### src/hw/uncache_pkg.sv
package uncache_pkg;

    // ==============================
    // bus and CPU port widths
    // ==============================
    localparam int ADDR_W     = 32;
    localparam int DATA_W     = 32;
    localparam int STRB_W     = DATA_W / 8;
    localparam int CPU_SIZE_W = 2;   // 0 byte, 1 halfword, 2 word
    localparam int BUS_SIZE_W = 3;
    localparam int RESP_W     = 2;

    // ==============================
    // memory window
    // ==============================
    localparam int              RAM_WORDS       = 1024;
    localparam int              RAM_ADDR_W      = $clog2(RAM_WORDS);
    localparam logic [ADDR_W-1:0] RAM_BASE      = 32'h1fc1_3000;
    localparam int              RAM_WINDOW_BITS = 12;   // address bits that select within the window

    // ==============================
    // response codes
    // ==============================
    localparam logic [RESP_W-1:0] RESP_OKAY   = 2'b00;
    localparam logic [RESP_W-1:0] RESP_SLVERR = 2'b10;

    // bridge FSM, one request in flight at a time
    typedef enum logic [2:0] {
        IDLE,
        AR,
        R,
        AW_W,
        B,
        DONE
    } uncache_state_t;

endpackage

### src/hw/data_uncache.sv
`timescale 1ns/1ns

module data_uncache import uncache_pkg::*; (
    input  logic                  aclk,
    input  logic                  reset,

    // CPU side
    input  logic                  data_req,
    input  logic                  data_wr,
    input  logic [CPU_SIZE_W-1:0] data_size,
    input  logic [ADDR_W-1:0]     data_addr,
    input  logic [DATA_W-1:0]     data_wdata,
    input  logic [STRB_W-1:0]     data_wstrb,
    output logic [DATA_W-1:0]     data_rdata,
    output logic                  data_addr_ok,
    output logic                  data_data_ok,
    output logic                  data_err,

    // read address
    output logic [ADDR_W-1:0]     araddr,
    output logic [BUS_SIZE_W-1:0] arsize,
    output logic                  arvalid,
    input  logic                  arready,

    // read data
    input  logic [DATA_W-1:0]     rdata,
    input  logic [RESP_W-1:0]     rresp,
    input  logic                  rvalid,
    output logic                  rready,

    // write address and data
    output logic [ADDR_W-1:0]     awaddr,
    output logic [BUS_SIZE_W-1:0] awsize,
    output logic                  awvalid,
    output logic [DATA_W-1:0]     wdata,
    output logic [STRB_W-1:0]     wstrb,
    output logic                  wvalid,
    input  logic                  awready,
    input  logic                  wready,

    // write response
    input  logic [RESP_W-1:0]     bresp,
    input  logic                  bvalid,
    output logic                  bready
);

    uncache_state_t state;
    uncache_state_t state_next;

    logic [ADDR_W-1:0]     req_addr;
    logic [BUS_SIZE_W-1:0] req_size;
    logic [DATA_W-1:0]     req_wdata;
    logic [STRB_W-1:0]     req_wstrb;
    logic [DATA_W-1:0]     rdata_q;
    logic                  err_q;

    logic accept;

    assign accept = (state == IDLE) && data_req;

    // ==============================
    // FSM
    // ==============================
    always_comb begin
        state_next = state;
        case (state)
            IDLE:    if (data_req) state_next = data_wr ? AW_W : AR;
            AR:      if (arready) state_next = R;
            R:       if (rvalid) state_next = DONE;
            AW_W:    if (awready && wready) state_next = B;
            B:       if (bvalid) state_next = DONE;
            DONE:    state_next = IDLE;
            default: state_next = IDLE;
        endcase
    end

    always_ff @(posedge aclk) begin
        if (reset) begin
            state <= IDLE;
        end else begin
            state <= state_next;
        end
    end

    // request fields are only looked at in the accept cycle
    always_ff @(posedge aclk) begin
        if (accept) begin
            req_addr  <= data_addr;
            req_size  <= {{(BUS_SIZE_W - CPU_SIZE_W){1'b0}}, data_size};
            req_wdata <= data_wdata;
            req_wstrb <= data_wstrb;
        end
    end

    // response capture, presented to the CPU during DONE
    always_ff @(posedge aclk) begin
        if (state == R && rvalid) begin
            rdata_q <= rdata;
            err_q   <= (rresp != RESP_OKAY);
        end else if (state == B && bvalid) begin
            err_q <= (bresp != RESP_OKAY);
        end
    end

    // ==============================
    // outputs
    // ==============================
    assign data_addr_ok = (state == IDLE);
    assign data_data_ok = (state == DONE);
    assign data_rdata   = rdata_q;
    assign data_err     = err_q;

    assign araddr  = req_addr;
    assign arsize  = req_size;
    assign arvalid = (state == AR);
    assign rready  = (state == R);

    assign awaddr  = req_addr;
    assign awsize  = req_size;
    assign wdata   = req_wdata;
    assign wstrb   = req_wstrb;
    assign awvalid = (state == AW_W);   // address and data go out together
    assign wvalid  = (state == AW_W);
    assign bready  = (state == B);

endmodule

### config.mk
export PLATFORM = sky130hd
export DESIGN_NAME = data_uncache
export DESIGN_NICKNAME = d
export VERILOG_FILES = /design/src/hw/uncache_pkg.sv /design/src/hw/data_uncache.sv
export SDC_FILE = /design/constraint.sdc
export NUM_CORES = 1
export LEC_CHECK = 0
export BUFFER_PORTS_ARGS = -buffer_cell sky130_fd_sc_hd__buf_4
export CAP_MARGIN = 20
export CORE_AREA = 2 2 101 103
export CTS_CLUSTER_DIAMETER = 120
export DETAILED_ROUTE_END_ITERATION = 10
export DIE_AREA = 0 0 103 105
export PLACE_DENSITY = 0.75
export SYNTH_ARGS = -nofsm -noshare
export SYNTH_HDL_FRONTEND = slang
export SYNTH_SLANG_ARGS = --single-unit
### constraint.sdc
create_clock -name aclk -period 5.4 [get_ports aclk]
set_input_delay 0.81 -clock aclk [delete_from_list [all_inputs] [get_ports aclk]]
set_output_delay 0.81 -clock aclk [all_outputs]
set_load 0.01 [all_outputs]
---- After elaboration in Yosys (flattened, before gate mapping) ----
Index checks and enable logic that the tools add are counted.
cells by class
  eq/ne operators ......................... 10
  mux-type cells .......................... 9
  reduce and logical (&&, ||, !) cells .... 9
operators with widths
  kind                                                                      count
  3-bit 2-to-1 mux                                                          5
  3-bit case mux with 5 select lines                                        1
  3-bit by 2-bit == test with 1-bit output (second input constant)          2
  3-bit == test (second input constant)                                     2
  2-bit inequality test (second input constant)                             3
  2-bit nonzero test                                                        3
  5-bit AND reduction                                                       1
  1-bit logical AND                                                         4
  2-bit by 1-bit inequality test with 1-bit output (second input constant)  2
  3-bit by 1-bit == test with 1-bit output (second input constant)          1
  3-bit zero test                                                           1
  1-bit 2-to-1 mux                                                          2
  2-bit 2-to-1 mux                                                          1
storage, ports and cells
  register bits after elaboration ......... 106
  input bits .............................. 115
  output and inout port bits .............. 146

---- Logic depth before layout (Yosys ltp) ----
Gate-level depths: netlist of run 1.
  depth in word-level cells ............... 4
  depth in mapped cells ................... 4
  mapped depth without buffers ............ 3

---- Least setup slack after synthesis of run 1 ----
Ideal clock, no wire load.
  kind .................................... register to register
  start ................................... register state[1]
  end ..................................... register req_addr[0] (netlist: araddr[0]), enable pin
  arrival time ............................ 2.522 ns
  setup slack ............................. 2.443 ns
  cell stages (with the launch flop) ...... 4
  path buffers ............................ 1
  clock period less this slack ............ 2.957 ns
  path through ............................ dfxtp_1 -> buf_6 -> nor3_1 -> and2_1
on the way
  longest elaborated chain between the ends .. 2
ends and longest elaborated chain
  item                    RTL line            RTL
  start, declared         data_uncache.sv:47  uncache_state_t state;
  start signal, assigned  data_uncache.sv:81  state <= state_next;
  3-bit zero test         --
  named net data_addr_ok  data_uncache.sv:15  output logic data_addr_ok,
  1-bit logical AND       data_uncache.sv:59  assign accept = (state == IDLE) && data_req;
  named net accept        data_uncache.sv:57  logic accept;
  end signal, assigned    data_uncache.sv:88  req_addr <= data_addr;
  end, declared           data_uncache.sv:50  logic [ADDR_W-1:0] req_addr;
The timed path passes the listed nets, and every way through them passes these cells.
A chain may end at the register's enable or synchronous reset.

---- Final worst setup path of run 1 ----
  start ................................... register state[1]
  end ..................................... output port wvalid
on the way
  longest elaborated chain between the ends .. 1
ends and longest elaborated chain
  item                                      RTL line             RTL
  3-bit by 2-bit == test with 1-bit output  data_uncache.sv:123  assign wvalid = (state == AW_W);
  end, declared                             data_uncache.sv:37   output logic wvalid,
Every way passes these cells.

==> flow_summary.toml, run 1 <==
[drt]
drtIter0Drc = 60
via_per_inst = 4.372
post-route-drc-count = 0
drt-pass1-iter-count = 5
wire_per_inst_microns = 16.08
vias = 2396
drtAntennaViolNets = 0
route.final.wire_length_microns = 8813

[run_status]
outcome = "finished, final reports clean"

[cells_and_area]
antenna_cells = 0
drive_above_1_share_pct = 67.23
fin_nets = 526
seqCellArea_sq_um = 3153
final_cell_mix = "259 x buf_4, 103 x edfxtp_1, 9 x clkbuf_8"
multi_input_area_sq_um = 232.7
fillCellCount = 789
instances_no_fill = 548
area_growth_pct = 56.25
mostFrequentLayoutCell = "buf_4"

[die]
dieHeight_microns = 105
core_area_sq_um = 9639
die_area_sq_um = 10820
initial_core_util_pct = 38.21
ios = 261
die_w_microns = 103
row_count = 36

[cts]
ctsResizeCount = 0
path_clk_slew_ns = 0.09
h-tree-depth = 3
insertion_delay_ns = 0.35
postCtsSetupBuffers = 0
cts_sinks = 106
cts_made_buffers = 9
postCtsHoldBufs = 0
cts_tree = "yes"
max-clock-path-buffers = 2
cts_root_buf = "clkbuf_8"

[setup_path]
ff2ff_setup_slack_ns = 3.33
worstReg2RegStart = "state[1]"
cp_slowest_cell = "dfxtp_1"
ff2ff_path_depth = 3
start_kind = "flip-flop"
max_stage_delay_ns = 0.60
critPathKind = "flip-flop to output pin"
crit_family = "flip-flops"
critPathMaxFanout = 11
cp-end-kind = "output pin"
r2r_end = "wdata[19]"
crit_required_ns = 4.59
cp.arrival_ns = 1.53
worst-path-stages = 3
crit_chain = "nor2b_1 -> and2_1 -> buf_4"
startpoint = "state[1]"
setup.worst_path.end = "wvalid"
crit_buf_inv = 1

[sta]
fmaxAchievable_ghz = 0.4281
holdWs_ns = 0.6259
maxSlewHeadroom_pct = 45.17
tightest_slew_ns = 0.8224
hold_violations = 0
grt_setup_unrepaired = "no"
finalSetupViolCount = 0
drv_slew = 0
fin_crit_ns = 2.336
skew_ns = 0.005441
tns_ns = 0
post-route-period-util_pct = 43.25

[synthesis]
synth_fa_ha_area_share_pct = 0
synth_cells = 180
synth_mux_area_share_pct = 0
ys_seq_area_share_pct = 85.60
syn_area_per_cell_sq_um = 20.46
ys.flop_type = "edfxtp_1"
synth_xor_area_share_pct = 0
yosysWarnings = 0
synth-seq-cells = 106
synth_top_family_by_area = "buffers and inverters"
synth_compound_area_share_pct = 1.563
yosys.area_share.simple_pct = 4.518
async_flop_share_pct = 0
synth_edf_count = 103
post_synth_instance_area_sq_um = 3684
synthDistinctLibCells = 26

[placed_design]
placedCellCount = 533
gp_congestion = 0.7739
portBuffers = 258
dp_hpwl_microns = 6864

[global_routing]
gr-usage-all-layers_pct = 15.81
grt-ovfl-total = 0
grt_max_degree = 66
grt_pass1_vias = 2446
antenna_found_initial = 0
grt_pass1_wl_microns = 12520

[pwr]
p_leak_nw = 2.451
p_per_area_nw_per_um2 = 357.2
ir_drop_mv = 0.1752

[flow_run]
drv_cap = 0

[min_path]
hp-class = "input pin to flip-flop"
## sequential cells by signal (all words and copies together) (netlist names)
| signal | cells |
|---|---|
| data_rdata | 32 |
| arsize | 2 |
| state | 3 |
| data_err | 1 |
| wstrb | 4 |
| wdata | 32 |
| araddr | 32 |
## worst min-delay path by stage
| stage | start | end | slack (ns) | depth (start not counted) |
|---|---|---|---|---|
| floorplan | state[1] | state[1] | 0.67 | 3 |
| global placement | state[2] | state[1] | 0.65 | 2 |
| detailed placement | state[2] | state[1] | 0.69 | 2 |
| CTS | rdata[31] | data_rdata[31] | 0.60 | 1 |
| global route | data_addr[3] | araddr[3] | 0.59 | 1 |
| finish | rdata[31] | data_rdata[31] | 0.63 | 1 |
## worst reg2reg max path: stages (launching register included)
cell and delay [ns]:
dfxtp_1 0.45, nor3_1 0.28, and2_2 0.26, buf_4 0.64
## kinds of logic after synthesis
group	count (synthesis)
AOI/OAI and AO/OA	8
buffers and inverters	41
DFF	106
other	1
and+or+nand+nor	24
## power breakdown
part           internal (mW)  switching, mW  leakage (nW)
combinational          0.208          0.181          1.34
sequential              1.02         0.0456         0.987
clock                  0.352          0.248         0.123
total                   1.58          0.474          2.45
## cells in the mapped netlist (2+ instances only)
cell type  instances  area share (%)
and3_1             2            0.34
buf_4             37             7.5
dfxtp_1            3             1.6
nor2b_1            2            0.34
edfxtp_1         103              84
nor2_1             5            0.51
and2_1             2            0.34
o21ai_0            2            0.27
nor3_1             2            0.27
nand2_1            2            0.20
nand2b_4           2            0.75
a21oi_1            3            0.41
buf_2              2            0.27
## layer usage
metal,part of all wire (%),global-route usage [%]
met1,32,15.06
met5,0,0
met4,1.5,6.109
met3,14,8.495
met2,53,27.88
## area by class of cell
class                      count  area share [%]
timing repair buffer         259           33.78
tap                          133           2.891
multi-input combinational     34           4.043
clock buffer                  10           2.217
clock inverter                 5           2.217
sequential                   106           54.78
inverter                       1         0.06522
## per-stage QoR
stage	cell area (sq um)	power, mW	setup WS, ns	util, %
floorplan	3687	1.259	2.443	-
global placement	5500	1.471	3.203	57.06
detailed placement	5500	1.483	3.157	57.06
CTS	5756	2.082	3.040	59.71
global route	5756	2.144	2.972	59.71
finish	5756	2.056	3.064	59.71
Power figures use the tool's default switching activity.
==> run 2, diff against run 1 <==
==> constraint.sdc (replaced) <==
create_clock -name aclk -period 2.25 [get_ports aclk]
set_input_delay 0.3375 -clock aclk [delete_from_list [all_inputs] [get_ports aclk]]
set_output_delay 0.3375 -clock aclk [all_outputs]
set_load 0.01 [all_outputs]
==> run 2 against run 1 <==
Compared with the run above: routed wire length is 0.71% higher; register-to-register slack lost 2.7 ns; largest cell class unchanged; die area is the same; utilization is 0.66 points lower; clock power up 83%; non-clock buffer count is the same; sequential power rose by 140%; critical endpoint unchanged; hold slack worse by 0.46 ns; design area decreased by 1.1%; flip-flop and latch count unchanged; via count is 0.50% lower.
==> flow_summary.toml, run 2 (same netlist as run 1, synthesis figures left out) <==
[global_routing]
grt-ovfl-total = 0
gr-usage-all-layers_pct = 15.77
antenna_found_initial = 0
grt_max_degree = 71
grt_pass1_vias = 2505
grt_pass1_wl_microns = 12590

[drt]
vias = 2384
wire_per_inst_microns = 16.17
drtIter0Drc = 83
post-route-drc-count = 0
drtAntennaViolNets = 0
via_per_inst = 4.342
route.final.wire_length_microns = 8876
drt-pass1-iter-count = 4

[sta]
tns_ns = 0
fmaxAchievable_ghz = 0.5346
drv_slew = 0
fin_crit_ns = 1.871
grt_setup_unrepaired = "no"
skew_ns = 0.007339
final.setup.worst_slack_ns = 0.3793
post-route-period-util_pct = 83.14
finalSetupViolCount = 0
hold_violations = 0

[pwr]
p_per_area_nw_per_um2 = 810.1
p_leak_nw = 2.423
ir_drop_mv = 0.4508

[die]
dieHeight_microns = 105
core_area_sq_um = 9639
initial_core_util_pct = 38.21
ios = 261
die_w_microns = 103
die_area_sq_um = 10820
row_count = 36

[setup_path]
critPathMaxFanout = 11
cp-end-kind = "output pin"
r2r_end = "araddr[4]"
setup.worst_path.end = "wvalid"
startpoint = "state[1]"
critPathKind = "flip-flop to output pin"
start_kind = "flip-flop"
ff2ff_path_depth = 3
ff2ff_setup_slack_ns = 0.60
cp.arrival_ns = 1.53
crit_required_ns = 1.91
worstReg2RegStart = "state[1]"

[cts]
cts_sinks = 106
postCtsHoldBufs = 0
postCtsSetupBuffers = 0
insertion_delay_ns = 0.34
h-tree-depth = 3
cts_tree = "yes"
cts_root_buf = "clkbuf_8"
max-clock-path-buffers = 2
cts_made_buffers = 9
ctsResizeCount = 0
path_clk_slew_ns = 0.10

[run_status]
outcome = "finished, final reports clean"

[cells_and_area]
area_growth_pct = 54.52
fillCellCount = 774
fin_nets = 526
final_area_sq_um = 5692
mostFrequentLayoutCell = "buf_4"
drive_above_1_share_pct = 66.35
final_cell_mix = "258 x buf_4, 103 x edfxtp_1, 9 x clkbuf_8"
antenna_cells = 0

[placed_design]
portBuffers = 258
placed_area_sq_um = 5514
dp_slack_ns = 0.6210
gp_congestion = 0.7738
dp_hpwl_microns = 6728

[min_path]
hp-class = "input pin to flip-flop"

[flow_run]
drv_cap = 0
run 2: cell count changes in the layout (fill, tap and decap cells not counted), sizes merged:
cell and delta:
clkinvlp -1, bufinv -3, clkinv +3, clkbuf +2
run 2: per-stage QoR:
stage | total power [mW] | cells | hold slack (ns) | utilization [%]
2_1_floorplan | 3.015 | 181 | 0.4099 | -
6_report | 4.611 | 549 | 0.1609 | 59.05
4_1_cts | 4.673 | 549 | 0.1353 | 59.05
5_1_grt | 4.804 | 549 | 0.1310 | 59.05
3_5_place_dp | 3.573 | 533 | 0.5168 | 57.20
3_3_place_gp | 3.542 | 533 | 0.5155 | 57.20
run 2: layout make-up:
cell class / count / area, sq um / area share [%]
repair buffers: 259 / 1957 / 34.38
inverters: 1 / 3.754 / 0.06595
clock inverters: 4 / 42.54 / 0.7474
flip-flops and latches: 106 / 3153 / 55.40
clock buffers: 12 / 135.1 / 2.374
well taps: 133 / 166.4 / 2.924
multi-input cells: 34 / 234.0 / 4.111
run 2: where the power goes:
part / leakage, nW / total (mW) / internal [mW] / switching, mW
registers: 0.987 / 2.56 / 2.45 / 0.111
clock network: 0.0894 / 1.10 / 0.509 / 0.591
logic: 1.35 / 0.952 / 0.511 / 0.441
total: 2.42 / 4.61 / 3.47 / 1.14
run 2: critical path, stage by stage (launching register included):
cell and delay, ns:
dfxtp_1 0.60, nor2b_1 0.27, and2_1 0.19, buf_4 0.14
run 2: how the worst min path moves through the flow:
| stage | slack, ns | to | start | cells past startpoint |
|---|---|---|---|---|
| global route | 0.13 | data_rdata[26] | rdata[26] | 1 |
| finish | 0.16 | wdata[11] | data_wdata[11] | 1 |
| CTS | 0.14 | data_rdata[30] | rdata[30] | 1 |
| global placement | 0.52 | data_rdata[6] | rdata[6] | 1 |
| floorplan | 0.41 | state[2] | reset | 1 |
| detailed placement | 0.52 | data_rdata[17] | rdata[17] | 1 |
run 2: layer usage:
metal,wire (microns),vias to the layer above,GRT usage (%)
met5,0,-,0
met4,172,0,6.673
met3,1194,14,7.893
met2,4639,167,27.55
met1,2868,1111,15.37
li1,-,1092,-
==> run 3, diff against run 2 <==
==> constraint.sdc (replaced) <==
create_clock -name aclk -period 1.8 [get_ports aclk]
set_input_delay 0.27 -clock aclk [delete_from_list [all_inputs] [get_ports aclk]]
set_output_delay 0.27 -clock aclk [all_outputs]
set_load 0.01 [all_outputs]
==> run 3 against run 2 <==
Compared with the run above: die area is the same; register-to-register slack lost 0.28 ns; utilization grew 0.39 points; worst setup slack got worse by 0.24 ns; combinational power is 28% higher; power increased by 24%; sequential share of layout area decreased by 0.34 points; hold slack got worse by 0.084 ns; count of clock-buffer cells in the layout fell by 2; design area grew 0.66%; cell count up 0.36%; highest routed layer unchanged.
==> flow_summary.toml, run 3 (same netlist as run 1, synthesis figures left out) <==
[setup_path]
cp-end-kind = "output pin"
crit_required_ns = 1.53
start_kind = "flip-flop"
cp.arrival_ns = 1.39
critPathMaxFanout = 10
critPathKind = "flip-flop to output pin"

[drt]
drtIter0Drc = 80
drt-pass1-iter-count = 4
wire_per_inst_microns = 15.95
via_per_inst = 4.332
vias = 2387
drtAntennaViolNets = 0
route.final.wire_length_microns = 8789
post-route-drc-count = 0

[placed_design]
portBuffers = 258
gp_congestion = 0.7204
placed_area_sq_um = 5559
dp_hpwl_microns = 6925

[die]
die_area_sq_um = 10820
die_w_microns = 103
row_count = 36
initial_core_util_pct = 38.21
core_area_sq_um = 9639
dieHeight_microns = 105
ios = 261

[cells_and_area]
final_cell_mix = "258 x buf_4, 103 x edfxtp_1, 9 x clkbuf_8"
area_growth_pct = 55.54
drive_above_1_share_pct = 67.70
antenna_cells = 0
final_area_sq_um = 5729
fin_nets = 528
final_util_pct = 59.44
mostFrequentLayoutCell = "buf_4"

[global_routing]
antenna_found_initial = 0
grt-ovfl-total = 0
gr-usage-all-layers_pct = 15.67
grt_pass1_wl_microns = 12300
grt_max_degree = 35
grt_pass1_vias = 2393

[sta]
post-route-period-util_pct = 92.48
grt_setup_unrepaired = "no"
skew_ns = 0.007600
fmaxAchievable_ghz = 0.6007
fin_crit_ns = 1.665
finalSetupViolCount = 0
tns_ns = 0
drv_slew = 0
hold_violations = 0

[run_status]
outcome = "finished, final reports clean"

[min_path]
hp-class = "input pin to flip-flop"

[cts]
path_clk_slew_ns = 0.10
cts_made_buffers = 9
h-tree-depth = 3
insertion_delay_ns = 0.36
postCtsHoldBufs = 0
cts_tree = "yes"
max-clock-path-buffers = 2
cts_root_buf = "clkbuf_8"
cts_sinks = 106

[pwr]
p_leak_nw = 2.433
p_per_area_nw_per_um2 = 994.8
ir_drop_mv = 0.4967

[flow_run]
drv_cap = 0
-- run 3: changes by cell type in the layout (fill, tap and decap cells not counted), sizes merged --
| cell | before | now |
|---|---|---|
| bufinv | 1 | 0 |
| clkbuf | 12 | 10 |
| clkinv | 3 | 2 |
| inv | 1 | 3 |
| clkinvlp | 0 | 2 |
| buf | 259 | 261 |
-- run 3: repair_timing --
item                       4_1_cts  5_1_grt
setup buffers                    0        0
gates resized for setup          1        0
setup endpoints to repair        2        0
-- run 3: path summary, 6_finish.rpt --
check,from,end,slack [ns],cells past startpoint
max,state[2],bready,0.14,2
min,rdata[20],data_rdata[20],0.08,1
min reg2reg,state[1],state[1],0.67,2
max reg2reg,state[2],wdata[3],0.32,3
-- run 3: worst max-delay path, stage by stage, from the launching register on --
cell	delay, ns
dfxtp_1	0.54
nor3b_2	0.33
buf_4	0.17
-- run 3: final cells by class --
type,instances,area (sq um)
clock buffers,10,127.6
clock inverters,6,41.29
fillers,794,3910
inverters,1,3.754
multi-input cells,34,239.0
flip-flops and latches,106,3154
well taps,133,166.4
repair buffers,261,1997
-- run 3: power breakdown --
group          internal (mW)  total (mW)  switching, mW
Combinational          0.667        1.22          0.549
Clock                  0.507        1.29          0.780
Sequential              3.06        3.20          0.138
-- run 3: per-stage QoR --
stage	worst slack [ns]	power, mW	cells	hold slack, ns
2_1_floorplan	0.06603	3.771	181	0.3424
3_3_place_gp	0.3516	4.463	535	0.4483
3_5_place_dp	0.3125	4.490	535	0.4493
4_1_cts	0.1071	5.789	551	0.04973
5_1_grt	0.03954	5.958	551	0.04884
6_report	0.1353	5.699	551	0.07669
-- run 3: metal layers --
metal	vias to the layer above	track usage (%)	wire length (microns)
met5	-	0	0
met4	0	7.801	209
met3	15	7.692	1224
met2	169	27.41	4578
met1	1106	14.81	2776
li1	1097	-	-
